===== config.mk =====
export PLATFORM = sky130hd
export DESIGN_NAME = wideSub
export DESIGN_NICKNAME = d
export VERILOG_FILES = /design/src/source/wideSubPkg.sv /design/src/source/wideSub.sv /design/src/source/diffFlags.sv /design/src/source/limbStage.sv /design/src/source/subV.sv /design/src/source/prefixAndOr.sv
export VERILOG_INCLUDE_DIRS = /design/src /design/src/source
export SDC_FILE = /design/constraint.sdc
export NUM_CORES = 1
export LEC_CHECK = 0
export BUFFER_PORTS_ARGS = -buffer_cell sky130_fd_sc_hd__buf_2
export CAP_MARGIN = 0
export CORE_MARGIN = 2
export CORE_UTILIZATION = 47
export CTS_CLUSTER_SIZE = 10
export DETAILED_ROUTE_END_ITERATION = 8
export HOLD_SLACK_MARGIN = 0.1
export SYNTH_ARGS = -nofsm -noshare
export SYNTH_HDL_FRONTEND = slang
export SYNTH_HIERARCHICAL = 1
export SYNTH_SLANG_ARGS = --single-unit

===== constraint.sdc =====
create_clock -name clk -period 1.9 [get_ports clk]
set_input_delay 0.19 -clock clk [delete_from_list [all_inputs] [get_ports clk]]
set_output_delay 0.19 -clock clk [all_outputs]
set_load 0.02 [all_outputs]

===== src/source/wideSub_config.svh =====
`ifndef WIDE_SUB_CONFIG_SVH
`define WIDE_SUB_CONFIG_SVH

// bits per limb
`define WIDE_SUB_LIMB_W 8

// limbs per word and number of limb stages
`define WIDE_SUB_LIMB_N 4

// prefix tree inside each limb subtractor (0 serial, 1 brent-kung, 2 sklansky)
`define WIDE_SUB_PREFIX_SPEED 1

`endif

===== src/source/wideSubPkg.sv =====
`include "wideSub_config.svh"

package wideSubPkg;

	// one limb of an operand or of the limb difference
	typedef logic [`WIDE_SUB_LIMB_W-1:0] limbT;

	// full word built from all limbs
	typedef logic [`WIDE_SUB_LIMB_W*`WIDE_SUB_LIMB_N-1:0] wordT;

endpackage


===== src/source/wideSub.sv =====
`timescale 1ns/10ps
`include "wideSub_config.svh"

// pipelined a - b - ci, one limb per stage then a flag stage
module wideSub (
	input  logic              clk,
	input  logic              arstN,
	input  logic              validIn,
	input  wideSubPkg::wordT  a,
	input  wideSubPkg::wordT  b,
	input  logic              ci,  // extra one subtracted
	input  logic              sat, // clamp on signed overflow
	output logic              validOut,
	output wideSubPkg::wordT  diff,
	output logic              zero,
	output logic              neg,
	output logic              ovf
);

	localparam int limbN = `WIDE_SUB_LIMB_N;

	// index k feeds stage k, index limbN feeds the flag stage
	logic [limbN:0]   validC;
	logic [limbN:0]   borrowC;
	logic [limbN:0]   satC;
	logic [limbN-1:0] ovfC;    // per-stage limb overflow
	wideSubPkg::wordT aC [limbN+1];
	wideSubPkg::wordT bC [limbN+1];
	wideSubPkg::wordT diffC [limbN+1];

	assign validC[0] = validIn;
	assign borrowC[0] = ci;    // carry in enters as the first borrow
	assign satC[0] = sat;
	assign aC[0] = a;
	assign bC[0] = b;
	assign diffC[0] = '0;      // nothing final yet

	for (genvar k = 0; k < limbN; k++) begin : stageG
		limbStage #(
			.limbIdx(k)
		) stage_i (
			.clk(clk),
			.arstN(arstN),
			.validIn(validC[k]),
			.aIn(aC[k]),
			.bIn(bC[k]),
			.diffIn(diffC[k]),
			.borrowIn(borrowC[k]),
			.satIn(satC[k]),
			.validOut(validC[k+1]),
			.aOut(aC[k+1]),
			.bOut(bC[k+1]),
			.diffOut(diffC[k+1]),
			.borrowOut(borrowC[k+1]),
			.satOut(satC[k+1]),
			.ovfOut(ovfC[k])
		);
	end

	diffFlags flags_i (
		.clk(clk),
		.arstN(arstN),
		.validIn(validC[limbN]),
		.aIn(aC[limbN]),
		.diffIn(diffC[limbN]),
		.satIn(satC[limbN]),
		.ovfIn(ovfC[limbN-1]), // top limb decides signed overflow
		.validOut(validOut),
		.diff(diff),
		.zero(zero),
		.neg(neg),
		.ovf(ovf)
	);

endmodule


===== src/source/diffFlags.sv =====
`timescale 1ns/10ps

// final stage that clamps on overflow and registers result and flags
module diffFlags (
	input  logic              clk,
	input  logic              arstN,
	input  logic              validIn,
	input  wideSubPkg::wordT  aIn,    // sign of a picks the clamp limit
	input  wideSubPkg::wordT  diffIn, // raw difference
	input  logic              satIn,
	input  logic              ovfIn,  // overflow of the top limb
	output logic              validOut,
	output wideSubPkg::wordT  diff,
	output logic              zero,
	output logic              neg,
	output logic              ovf
);

	localparam int wordW = $bits(wideSubPkg::wordT);

	wideSubPkg::wordT maxPos; // largest signed value
	wideSubPkg::wordT minNeg; // smallest signed value
	wideSubPkg::wordT satVal;

	assign maxPos = {1'b0, {(wordW-1){1'b1}}};
	assign minNeg = ~maxPos;

	always_comb begin
		satVal = diffIn;
		if (satIn && ovfIn) begin
			satVal = aIn[wordW-1] ? minNeg : maxPos; // a negative can only underflow
		end
	end

	always_ff @(posedge clk or negedge arstN) begin
		if (!arstN) begin
			validOut <= 1'b0;
			diff <= '0;
			zero <= 1'b0;
			neg <= 1'b0;
			ovf <= 1'b0;
		end else begin
			validOut <= validIn;
			diff <= satVal;
			zero <= (satVal == '0); // flags follow the clamped value
			neg <= satVal[wordW-1];
			ovf <= ovfIn;           // reported even when clamped
		end
	end

	// an overflowing raw difference has the sign opposite to a
	ovfFlipsSign: assert property (@(posedge clk) disable iff (!arstN)
		validIn && ovfIn |-> diffIn[wordW-1] != aIn[wordW-1])
		else $error("overflow flagged without a sign flip of the raw difference");

endmodule


===== src/source/limbStage.sv =====
`timescale 1ns/10ps
`include "wideSub_config.svh"

// one pipeline stage, subtracts limb limbIdx and hands the rest on
module limbStage #(
	parameter int limbIdx = 0 // limb handled by this stage
) (
	input  logic              clk,
	input  logic              arstN,
	input  logic              validIn,
	input  wideSubPkg::wordT  aIn,       // full minuend
	input  wideSubPkg::wordT  bIn,       // full subtrahend
	input  wideSubPkg::wordT  diffIn,    // limbs below limbIdx already final
	input  logic              borrowIn,  // from the limb below
	input  logic              satIn,
	output logic              validOut,
	output wideSubPkg::wordT  aOut,
	output wideSubPkg::wordT  bOut,
	output wideSubPkg::wordT  diffOut,   // now final up to limbIdx
	output logic              borrowOut,
	output logic              satOut,
	output logic              ovfOut     // signed overflow of this limb
);

	localparam int lo = limbIdx * `WIDE_SUB_LIMB_W; // lsb of the limb

	wideSubPkg::limbT limbA;
	wideSubPkg::limbT limbB;
	wideSubPkg::limbT limbS;
	logic             limbV;
	logic             limbBo;
	wideSubPkg::wordT diffNext; // partial difference with this limb merged

	assign limbA = aIn[lo +: `WIDE_SUB_LIMB_W];
	assign limbB = bIn[lo +: `WIDE_SUB_LIMB_W];

	subV #(
		.width(`WIDE_SUB_LIMB_W),
		.speed(`WIDE_SUB_PREFIX_SPEED)
	) sub_i (
		.a(limbA),
		.b(limbB),
		.ci(borrowIn),
		.s(limbS),
		.v(limbV),
		.bo(limbBo)
	);

	always_comb begin
		diffNext = diffIn;
		diffNext[lo +: `WIDE_SUB_LIMB_W] = limbS; // overwrite own limb only
	end

	always_ff @(posedge clk or negedge arstN) begin
		if (!arstN) begin
			validOut <= 1'b0;
			aOut <= '0;
			bOut <= '0;
			diffOut <= '0;
			borrowOut <= 1'b0;
			satOut <= 1'b0;
			ovfOut <= 1'b0;
		end else begin
			validOut <= validIn;
			aOut <= aIn;    // upper limbs still needed
			bOut <= bIn;
			diffOut <= diffNext;
			borrowOut <= limbBo;
			satOut <= satIn;
			ovfOut <= limbV; // only the top limb value matters
		end
	end

	// a valid item leaving the stage carries a known borrow and partial result
	validKnown: assert property (@(posedge clk) disable iff (!arstN)
		validOut |-> !$isunknown({borrowOut, diffOut}))
		else $error("limb stage %0d passes unknown borrow or difference", limbIdx);

endmodule


===== src/source/subV.sv =====
`timescale 1ns/10ps

// s = a - b - ci on width bits with signed overflow and borrow out
module subV #(
	parameter int width = 8, // word width
	parameter int speed = 1  // prefix tree select
) (
	input  logic [width-1:0] a,  // minuend
	input  logic [width-1:0] b,  // subtrahend
	input  logic             ci, // borrow in, subtracted
	output logic [width-1:0] s,  // difference
	output logic             v,  // two's complement overflow
	output logic             bo  // borrow out for the next limb
);

	logic [width-1:0] bInv;  // a + ~b + ~ci form
	logic             ciInv; // carry in of the adder
	logic [width-1:0] pt;    // half sum per bit
	logic [width-1:0] gi;
	logic [width-1:0] pi;
	logic [width-1:0] go;    // carry out of each bit

	assign bInv = ~b;
	assign ciInv = ~ci;
	assign pt = a ^ bInv;

	// bit 0 absorbs the carry in, so its propagate is never needed
	assign gi[0] = (a[0] & bInv[0]) | (a[0] & ciInv) | (bInv[0] & ciInv);
	assign pi[0] = 1'b0;
	assign gi[width-1:1] = a[width-1:1] & bInv[width-1:1];
	assign pi[width-1:1] = a[width-1:1] | bInv[width-1:1];

	prefixAndOr #(
		.width(width),
		.speed(speed)
	) prefix_i (
		.gi(gi),
		.pi(pi),
		.go(go),
		.po()  // group propagate not needed here
	);

	assign s = pt ^ {go[width-2:0], ciInv}; // carry into each bit
	assign v = go[width-1] ^ go[width-2];   // carry into msb differs from carry out
	assign bo = ~go[width-1];               // no carry out means a borrow

endmodule


===== src/source/prefixAndOr.sv =====
`timescale 1ns/10ps

// parallel-prefix network for generate/propagate pairs
// every tree is built as a stack of levels where each bit either
// passes through (white node) or merges with a lower group (black node)
module prefixAndOr #(
	parameter int width = 8, // bits in the prefix
	parameter int speed = 1  // selects serial, brent-kung or sklansky tree
) (
	input  logic [width-1:0] gi, // bit generate
	input  logic [width-1:0] pi, // bit propagate
	output logic [width-1:0] go, // group generate down to bit 0
	output logic [width-1:0] po  // group propagate down to bit 0
);

	localparam int depth = $clog2(width); // log2 of the width, rounded up

	// number of node levels for the selected tree
	localparam int lvlN = (speed == 0) ? width - 1 :
		(speed == 2) ? depth : 2 * depth - 1;

	// lower node that bit i merges with at level lvl, or -1 to pass through
	function automatic int srcIdx(input int lvl, input int i);
		int span;
		int res;
		res = -1;
		if (speed == 0) begin
			// one bit per level, plain ripple
			if (i == lvl) begin
				res = i - 1;
			end
		end else if (speed == 2) begin
			span = 1 << (lvl - 1); // half block
			if ((i / span) % 2 == 1) begin
				res = (i / (2 * span)) * (2 * span) + span - 1; // top of lower half
			end
		end else begin
			if (lvl <= depth) begin
				// up-sweep builds power-of-two groups
				span = 1 << lvl;
				if ((i + 1) % span == 0) begin
					res = i - span / 2;
				end
			end else begin
				// down-sweep fills the bits between the groups
				span = 1 << (2 * depth - lvl);
				if ((i + 1) % span == span / 2 && i >= span) begin
					res = i - span / 2;
				end
			end
		end
		return res;
	endfunction

	for (genvar l = 0; l <= lvlN; l++) begin : lvlG
		logic [width-1:0] g; // generate after this level
		logic [width-1:0] p; // propagate after this level

		if (l == 0) begin : leafG
			assign g = gi;
			assign p = pi;
		end else begin : nodeG
			for (genvar i = 0; i < width; i++) begin : bitG
				localparam int src = srcIdx(l, i);

				if (src >= 0) begin : blackG
					// upper group wins or passes the lower carry
					assign g[i] = lvlG[l-1].g[i] | (lvlG[l-1].p[i] & lvlG[l-1].g[src]);
					assign p[i] = lvlG[l-1].p[i] & lvlG[l-1].p[src];
				end else begin : whiteG
					assign g[i] = lvlG[l-1].g[i];
					assign p[i] = lvlG[l-1].p[i];
				end
			end
		end
	end

	assign go = lvlG[lvlN].g; // carry out of each bit
	assign po = lvlG[lvlN].p;

endmodule


==> results of run 1 <==
[how the worst max path moves through the flow]
stage	cells after the start	to	start
after floorplan	5	stageG[3].stage_i/ovfOut	stageG[2].stage_i/aOut[24]
after global placement	5	stageG[3].stage_i/ovfOut	stageG[2].stage_i/aOut[24]
after detailed placement	5	stageG[3].stage_i/ovfOut	stageG[2].stage_i/aOut[24]
after CTS	5	stageG[3].stage_i/ovfOut	stageG[2].stage_i/aOut[24]
after global routing	5	stageG[3].stage_i/ovfOut	stageG[2].stage_i/aOut[24]
final	5	stageG[3].stage_i/ovfOut	stageG[2].stage_i/aOut[24]
[repair_timing]
action / 4_1_cts / 5_1_grt
endpoints found under the hold margin: 258 / 0
resized for setup: 0 / 1
hold buffers: 68 / 0
setup buffers: 0 / 1
setup endpoints to repair: 0 / 1
[power by group through the flow]
stage / Clock [mW] / Combinational, mW / Sequential (mW)
after floorplan: 0 / 0.562 / 5.97
after global placement: 0 / 1.27 / 5.79
after detailed placement: 0 / 1.30 / 5.81
after CTS: 4.38 / 1.43 / 5.74
after global routing: 4.60 / 1.56 / 5.80
final: 4.25 / 1.40 / 5.72
[registers in the layout, indices dropped and copies added, names as in the netlist]
signal and flops:
stageG.stage_i/borrowOut 3, stageG.stage_i/satOut 4, stageG.stage_i/aOut 49, flags_i/validOut 1
stageG.stage_i/validOut 4, flags_i/diff 32, flags_i/ovf 1, stageG.stage_i/bOut 48
flags_i/zero 1, stageG.stage_i/ovfOut 1, stageG.stage_i/diffOut 80
[critical path: stages, from the launching register on]
cell and delay (ps):
dfrtp_1 390, fa_2 410, a21oi_2 180, o221ai_2 150, a221o_1 360, xor2_1 140
[layout make-up]
class / count / share of cell area, %
multi-input cells: 188 / 17.7
repair buffers: 180 / 13.0
clock inverters: 1 / 0.299
clock buffers: 29 / 6.80
well taps: 220 / 2.74
flip-flops and latches: 224 / 55.8
inverters: 99 / 3.70
[layer usage]
| layer | part of all wire, % | vias to the layer above |
|---|---|---|
| met1 | 43 | 2037 |
| met3 | 4.7 | 25 |
| met2 | 50 | 101 |
| met5 | 0 | - |
| li1 | - | 2010 |
| met4 | 2.4 | 0 |
==> flow_metrics.py, run 1 <==
metrics = {
    "outcome": {
        "outcome": "finished clean",
    },
    "synth": {
        "netlist_area_um2": 7830,
        "syn_inst": 522,
        "synth_warnings": 6,
        "synth_area_per_cell_um2": 15.0,
        "synth_nets": 651,
    },
    "cells_and_area": {
        "seq_area_um2": 5610,
        "drive_gt1_share_pct": 22.3,
        "multiInputGateArea_um2": 1780,
        "fin_nets": 848,
        "fill_cells": 1257,
        "fin_util_pct": 61.3,
        "diodes": 0,
        "syn_to_final_growth_pct": 28.4,
        "layout_common_cells": "224 x dfrtp_1, 103 x buf_2, 99 x inv_1",
        "final_area_um2": 10000,
        "fin_cells": 941,
        "layout_commonest_cell": "dfrtp_1",
    },
    "cts": {
        "clk_pin_slew_ps": 50,
        "cts_buffers": 26,
        "cts-root-buf": "clkbuf_16",
        "cts.sinks": 224,
        "tritoncts": "done",
        "cts-htree-levels": 1,
        "clk_latency_ps": 500,
        "clockBufferDepth": 3,
    },
    "sta": {
        "rsz0062_at_grt": "no",
        "clock-skew-final_ps": 12.2,
        "setup_tns_ps": 0,
        "timing.fmax_mhz": 568,
        "holdWs_ps": 133,
        "setup_ws_ps": 139,
        "hold_viol_final": 0,
        "post-route-period-util_pct": 92.7,
        "worst_slew_pin_slew_ps": 680,
        "setup_viol": 0,
        "layout_min_cycle_time_ps": 1760,
        "slew_viol_final": 0,
        "relSlewSlack_pct": 54.6,
    },
    "detailed_routing": {
        "ant_nets": 0,
        "drc": 0,
        "drt-initial-drc-count": 159,
        "via_count": 4173,
        "vias_per_cell": 4.43,
        "drt_first_pass_iters": 4,
        "finalWirelength_um": 12400,
        "post_drt_wl_per_cell_um": 13.1,
    },
    "place": {
        "dpl.hpwl_um": 8150,
        "placed_area_um2": 8650,
        "place_ws_ps": 80.2,
        "placed_cells": 842,
        "io_buffers": 104,
        "gp_congestion": 0.756,
    },
    "floorplan": {
        "die_h_um": 133,
        "ios": 105,
        "die_area_um2": 17700,
        "core_area_um2": 16400,
        "std_cell_rows": 47,
        "die_x_um": 133,
        "initial_core_util_pct": 47.7,
    },
    "power": {
        "seq_power_share_pct": 50.3,
        "power_density_nw_per_um2": 1130,
        "switching_share_pct": 23.6,
        "switching_power_mw": 2.68,
        "p_int_mw": 8.69,
        "p_leak_nw": 5.18,
        "pwr-share-comb_pct": 12.3,
        "peakVddDrop_v": 0.000791,
        "clockPowerShare_pct": 37.4,
        "power_mw": 11.4,
    },
    "worst_setup_path": {
        "reg2reg_from": "stageG[2].stage_i/aOut[24]",
        "required_ps": 2280,
        "reg2reg_to": "stageG[3].stage_i/ovfOut",
        "r2r_setup_slack_ps": 140,
        "worst-setup-path-type": "reg2reg",
        "worstPathMaxFanout": 3,
        "crit_path_end_kind": "flip-flop",
        "start_kind": "flip-flop",
        "reg2reg_depth": 5,
        "cp.arrival_ps": 2140,
    },
    "grt": {
        "antenna_found_initial": 0,
        "grt_use_met3_pct": 3.30,
        "grt_busiest_layer": "met2",
        "use_met2_pct": 25.1,
        "grt_pass1_vias": 4494,
        "gr-total-overflow": 0,
        "grt_max_degree": 66,
        "grt_pass1_wl_um": 21200,
        "use_met1_pct": 19.6,
        "track_usage_pct": 15.0,
    },
    "min_path": {
        "holdPathStages": 4,
        "min_from": "a[6]",
        "hold_class": "in2reg",
        "worstHoldEndpoint": "stageG[0].stage_i/diffOut[7]",
    },
    "job": {
        "maxCapViolCount": 0,
    },
}
(Power assumes the default switching activity.)
==> run 2: changes to the inputs <==
CELL_PAD_IN_SITES_DETAIL_PLACEMENT = 1   (was unset)
CELL_PAD_IN_SITES_GLOBAL_PLACEMENT = 1   (was unset)
PLACE_DENSITY_LB_ADDON = 0.1   (was unset)
SYNTH_HIERARCHICAL = unset   (was 1)
clock period = 2 ns   (was 1.9 ns; I/O delays follow)
==> run 2 against run 1 <==
Against the previous run: the run now ends with negative setup slack left; synthesized area down 2.2%; clock skew fell by 4.5 ps; worst setup slack worse by 450 ps; critical endpoint is now stageG[1].stage_i.diffOut[14].
==> flow_metrics.py, run 2 <==
metrics = {
    "outcome": {
        "outcome": "finished, violations left",
        "violations": "negative setup slack",
    },
    "job": {
        "maxCapViolCount": 0,
    },
    "place": {
        "placed_cells": 801,
        "place_ws_ps": -369,
        "dpl.hpwl_um": 9110,
        "io_buffers": 104,
        "gp_congestion": 0.705,
    },
    "cts": {
        "clk_latency_ps": 510,
        "clockBufferDepth": 3,
        "cts-root-buf": "clkbuf_16",
        "cts.sinks": 224,
        "tritoncts": "done",
        "cts-htree-levels": 1,
        "cts_buffers": 26,
        "clk_pin_slew_ps": 50,
    },
    "sta": {
        "hold_viol_final": 0,
        "clock-skew-final_ps": 7.63,
        "setup_ws_ps": -313,
        "slew_viol_final": 0,
        "post-route-period-util_pct": 116,
        "layout_min_cycle_time_ps": 2310,
        "worst_slew_pin_slew_ps": 606,
        "relSlewSlack_pct": 59.6,
        "timing.fmax_mhz": 432,
        "holdWs_ps": 116,
        "setup_viol": 13,
        "rsz0062_at_grt": "yes",
    },
    "cells_and_area": {
        "layout_commonest_cell": "dfrtp_1",
        "largestRegisters": "stageG.stage_i.diffOut x80, stageG.stage_i.aOut x49, stageG.stage_i.bOut x48",
        "drive_gt1_share_pct": 28.5,
        "syn_to_final_growth_pct": 31.9,
        "fin_nets": 815,
        "fin_cells": 897,
        "largest_reg_flops": 80,
        "diodes": 0,
        "fin_util_pct": 63.6,
        "layout_common_cells": "224 x dfrtp_1, 101 x buf_2, 71 x inv_1",
        "top_register": "stageG.stage_i.diffOut",
    },
    "floorplan": {
        "ios": 105,
        "die_area_um2": 17300,
        "initial_core_util_pct": 48.2,
        "die_h_um": 132,
        "core_area_um2": 15900,
        "std_cell_rows": 46,
        "die_x_um": 132,
    },
    "detailed_routing": {
        "vias_per_cell": 4.57,
        "ant_nets": 0,
        "via_count": 4099,
        "drt_first_pass_iters": 4,
        "drt-initial-drc-count": 93,
        "finalWirelength_um": 14300,
        "drc": 0,
        "post_drt_wl_per_cell_um": 15.9,
    },
    "worst_setup_path": {
        "cpPeakStageDelay_ps": 390,
        "worstPathMaxFanout": 2,
        "crit_slowest_cell": "fa_1",
        "cp.arrival_ps": 2690,
        "cpMostUsedCell": "fa_2",
        "worstPathCellList": "inv_2 > fa_2 > fa_2 > o21bai_1 > a21oi_2 > o31ai_2 > or2_4 > fa_1",
        "start_kind": "flip-flop",
        "worst-setup-path-type": "reg2reg",
        "required_ps": 2370,
        "crit_path_end_kind": "flip-flop",
    },
    "grt": {
        "antenna_found_initial": 0,
        "gr-total-overflow": 0,
        "grt_pass1_wl_um": 23900,
        "grt_max_degree": 78,
        "track_usage_pct": 17.5,
        "grt_pass1_vias": 4856,
    },
    "synth": {
        "synth_area_leaders": "dfrtp_1 73%, ha_1 7.8%, fa_1 5.2%",
        "synth_flop_cell": "dfrtp_1",
        "synth_top_area_cell": "dfrtp_1",
        "synth_top_area_share_pct": 73.2,
        "netlist_area_um2": 7650,
        "syn_inst": 472,
        "synthTopCellsByCount": "224 x dfrtp_1, 77 x inv_1, 48 x ha_1, 30 x a21o_1, 20 x fa_1",
        "synth_edf_count": 0,
        "synthArstFlopShare_pct": 100,
        "synth_seq_cells": 224,
        "synth_nets": 609,
        "ys_types": 29,
        "synth_warnings": 0,
        "yosysMostFrequentCell": "dfrtp_1",
        "ys_seq_area_share_pct": 73.2,
        "synth_area_per_cell_um2": 16.2,
    },
    "power": {
        "peakVddDrop_v": 0.000772,
        "seq_power_share_pct": 50.2,
        "clockPowerShare_pct": 36.9,
        "switching_share_pct": 24.1,
        "p_leak_nw": 5.07,
        "p_int_mw": 8.23,
        "pwr-share-comb_pct": 12.9,
        "power_mw": 10.8,
        "power_density_nw_per_um2": 1070,
        "switching_power_mw": 2.61,
    },
    "min_path": {
        "hold_class": "in2reg",
    },
}
## run 2: cell types whose count changed in the layout (fill, tap and decap cells not counted), moves of 5 or more
cell,before,now
ha_1,56,48
dlygate4sd3_1,68,61
xor2_1,29,5
a21oi_2,8,3
a21o_1,41,30
xnor2_1,0,8
nand2_1,10,2
fa_2,1,15
inv_1,99,71
buf_4,5,16
inv_2,0,6
## run 2: power groups by stage
stage / clock (mW) / sequential, mW / combinational, mW
2_1_floorplan: 0 / 5.64 / 0.491
3_3_place_gp: 0 / 5.49 / 1.20
3_5_place_dp: 0 / 5.53 / 1.25
4_1_cts: 4.14 / 5.46 / 1.39
5_1_grt: 4.33 / 5.51 / 1.54
6_report: 4.01 / 5.45 / 1.39
## run 2: area by class of cell
class                      count  area, µm²
timing repair buffer         185       1360
fill                        1483       5790
multi-input combinational    164       1870
clock buffer                  31        711
sequential                   224       5610
inverter                      77        289
tap                          216        270
## run 2: metrics by stage
step                setup TNS [ps]  instance area (µm²)
floorplan                     -869                 7710
global placement             -1640                 8650
detailed placement           -2780                 8650
CTS                          -1740                10000
global route                 -2860                10100
finish                       -1810                10100
## run 2: final timing paths
check | end | slack, ps | cells after the start | from
worst max-delay path | stageG[1].stage_i.diffOut[14] | -310 | 8 | stageG[0].stage_i.aOut[8]
worst min-delay path | stageG[0].stage_i.borrowOut | 120 | 3 | a[5]
worst max register to register | stageG[1].stage_i.diffOut[14] | -310 | 8 | stageG[0].stage_i.aOut[8]
worst min register to register | stageG[1].stage_i.diffOut[2] | 340 | 0 | stageG[0].stage_i.diffOut[2]
max in group asynchronous | stageG[1].stage_i.aOut[30] | 1060 | 3 | arstN
min in group asynchronous | stageG[0].stage_i.aOut[26] | 280 | 2 | arstN
## run 2: timing repair
| item | 4_1_cts | 5_1_grt |
|---|---|---|
| hold buffers | 63 | 0 |
| endpoints found under the setup margin | 14 | 18 |
| pin swaps | 9 | 10 |
| resized for setup | 12 | 11 |
| endpoints found under the hold margin | 131 | 0 |
| buffers inserted | 3 | 3 |
## run 2: layer usage
| layer | vias up | GRT usage (%) | share of wire (%) |
|---|---|---|---|
| met3 | 29 | 3.59 | 3.8 |
| met1 | 2117 | 20.3 | 39 |
| met5 | - | 0 | 0 |
| li1 | 1862 | - | - |
| met2 | 91 | 32.4 | 54 |
| met4 | 0 | 5.56 | 2.9 |
## run 2: critical path: cells and delay by family, from the launching register on
family	cells	cell delay [ps]
fa+ha+maj	3	1120
compound gates	3	510
flops	1	340
simple gates	1	160
buf+inv	1	50
## run 2: logic make-up after synthesis
| family | after synthesis | share of synthesized area, % |
|---|---|---|
| DFF | 224 | 73.2 |
| xor gates and xnor gates | 13 | 1.49 |
| AOI/OAI and AO/OA | 51 | 5.44 |
| buffers and inverters | 84 | 4.22 |
| adders and majority gates | 68 | 13.1 |
| muxes | 1 | 0.147 |
| and+or+nand+nor | 31 | 2.40 |
==> run 3: changes to the inputs <==
CELL_PAD_IN_SITES_DETAIL_PLACEMENT = 0   (was 1)
==> run 3 against run 2 <==
Against the previous run: the flow still finishes with violations (negative setup slack); via count fell by 3.8%; die area is the same; critical path type unchanged; global-route usage decreased by 2.5 points; fmax rose by 1.6%; worst setup slack improved by 36 ps; sequential share of layout area rose by 0.12 points; register-to-register slack improved by 40 ps; utilization fell by 0.13 points; combinational power is 4% lower; critical endpoint is now stageG[2].stage_i.diffOut[22]; power fell by 0.88%; clock skew decreased by 0.79 ps.
==> flow_metrics.py, run 3 (synthesized netlist as in run 2, its figures left out) <==
metrics = {
    "detailed_routing": {
        "drt_first_pass_iters": 4,
        "vias_per_cell": 4.39,
        "ant_nets": 0,
        "finalWirelength_um": 11900,
        "post_drt_wl_per_cell_um": 13.3,
        "drc": 0,
        "via_count": 3945,
        "drt-initial-drc-count": 183,
    },
    "power": {
        "p_leak_nw": 5.07,
        "clockPowerShare_pct": 37.2,
        "switching_share_pct": 23.6,
        "p_int_mw": 8.22,
        "switching_power_mw": 2.53,
        "pwr-share-comb_pct": 12.4,
        "peakVddDrop_v": 0.000715,
        "seq_power_share_pct": 50.4,
        "power_density_nw_per_um2": 1070,
    },
    "cells_and_area": {
        "largestRegisters": "stageG.stage_i.diffOut x80, stageG.stage_i.aOut x49, stageG.stage_i.bOut x48",
        "fin_nets": 816,
        "diodes": 0,
        "top_register": "stageG.stage_i.diffOut",
        "largest_reg_flops": 80,
        "drive_gt1_share_pct": 27.6,
        "layout_commonest_cell": "dfrtp_1",
        "layout_common_cells": "224 x dfrtp_1, 102 x buf_2, 73 x inv_1",
        "final_area_um2": 10100,
        "syn_to_final_growth_pct": 31.6,
    },
    "min_path": {
        "hold_class": "in2reg",
        "worstHoldEndpoint": "stageG[0].stage_i.diffOut[1]",
        "holdPathStages": 4,
        "min_from": "a[1]",
    },
    "grt": {
        "grt_pass1_wl_um": 20900,
        "grt_pass1_vias": 4359,
        "grt_max_degree": 78,
        "antenna_found_initial": 0,
        "gr-total-overflow": 0,
        "track_usage_pct": 15.0,
    },
    "worst_setup_path": {
        "cp.arrival_ps": 2650,
        "reg2reg_to": "stageG[2].stage_i.diffOut[22]",
        "worstPathCellList": "inv_2 > fa_2 > fa_2 > o21bai_1 > a21oi_2 > o31ai_2 > or2_4 > fa_1",
        "cpMostUsedCell": "fa_2",
        "reg2reg_from": "stageG[1].stage_i.aOut[16]",
        "worstPathMaxFanout": 2,
        "required_ps": 2370,
        "crit_buf_inv": 1,
        "crit_path_end_kind": "flip-flop",
        "worst-setup-path-type": "reg2reg",
        "crit_slowest_cell": "fa_1",
        "r2r_setup_slack_ps": -280,
        "cpPeakStageDelay_ps": 400,
        "reg2reg_depth": 8,
        "crit_start": "stageG[1].stage_i.aOut[16]",
        "start_kind": "flip-flop",
        "path_delay_family": "adder cells",
    },
    "cts": {
        "cts.sinks": 224,
        "clk_pin_slew_ps": 50,
        "cts_buffers": 26,
        "tritoncts": "done",
        "clk_latency_ps": 500,
        "cts-root-buf": "clkbuf_16",
        "clockBufferDepth": 3,
        "cts-htree-levels": 1,
    },
    "floorplan": {
        "core_area_um2": 15900,
        "die_h_um": 132,
        "std_cell_rows": 46,
        "die_area_um2": 17300,
        "initial_core_util_pct": 48.2,
        "die_x_um": 132,
        "ios": 105,
    },
    "place": {
        "place_ws_ps": -341,
        "gp_congestion": 0.705,
        "placed_area_um2": 8650,
        "io_buffers": 104,
        "dpl.hpwl_um": 7670,
    },
    "outcome": {
        "outcome": "finished, violations left",
        "violations": "negative setup slack",
    },
    "sta": {
        "setup_viol": 11,
        "worst_slew_pin_slew_ps": 606,
        "slew_viol_final": 0,
        "post-route-period-util_pct": 114,
        "layout_min_cycle_time_ps": 2280,
        "timing.fmax_mhz": 439,
        "hold_viol_final": 0,
        "rsz0062_at_grt": "yes",
        "relSlewSlack_pct": 59.6,
        "clock-skew-final_ps": 6.85,
        "setup_ws_ps": -277,
    },
    "job": {
        "maxCapViolCount": 0,
    },
}
[run 3: cell types whose count changed in the layout (fill, tap and decap cells not counted), sizes merged]
cell	delta
dlygate4sd3	+2
buf	-1
[run 3: power groups by stage]
stage | registers, mW | clock network, mW | logic (mW)
floorplan | 5.64 | 0 | 0.491
global placement | 5.49 | 0 | 1.20
detailed placement | 5.51 | 0 | 1.22
CTS | 5.43 | 4.14 | 1.36
global route | 5.49 | 4.33 | 1.49
finish | 5.42 | 4.00 | 1.34
[run 3: area by class of cell]
cell class | instances | area (µm²)
clock buffers | 31 | 711
fillers | 1199 | 5810
inverters | 77 | 289
multi-input cells | 164 | 1840
flip-flops and latches | 224 | 5610
well taps | 216 | 270
repair buffers | 186 | 1360
[run 3: worst max-delay path by stage]
stage	endpoint	slack, ps	cells past startpoint
3_5_place_dp	stageG[2].stage_i.diffOut[22]	-340	8
4_1_cts	stageG[2].stage_i.diffOut[22]	-300	8
5_1_grt	stageG[2].stage_i.diffOut[22]	-390	8
2_1_floorplan	stageG[1].stage_i.diffOut[14]	-260	8
6_report	stageG[2].stage_i.diffOut[22]	-280	8
3_3_place_gp	stageG[2].stage_i.diffOut[22]	-280	8
[run 3: per-layer routing]
metal  vias up  track usage (%)  routed length, µm
met3        23             3.20                480
li1       1865                -                  -
met2        88             25.2               5970
met1      1969             19.6               5150
met4         0             4.83                341
met5         -                0                  0
[run 3: per-stage QoR]
stage / utilization, % / cells / setup TNS, ps / hold slack (ps) / total power [mW]
2_1_floorplan: - / 472 / -869 / -95.6 / 6.13
3_3_place_gp: 54.4 / 801 / -1640 / 229 / 6.69
3_5_place_dp: 54.4 / 801 / -2270 / 234 / 6.73
4_1_cts: 63.4 / 901 / -1710 / 116 / 10.9
5_1_grt: 63.4 / 898 / -2470 / 135 / 11.3
6_report: 63.4 / 898 / -1430 / 136 / 10.8
[run 3: tightest hold or removal path: cells and delay by family]
kind | cells | cell delay (ps)
adder cells (fa/ha/maj) | 1 | 190
buffers and inverters | 3 | 200
[run 3: what timing repair did]
item	4_1_cts	5_1_grt
hold buffers	64	0
resized for setup	12	4
hold endpoints to repair	131	0
endpoints found under the setup margin	12	16
buffers inserted	5	1
pin swaps	11	6
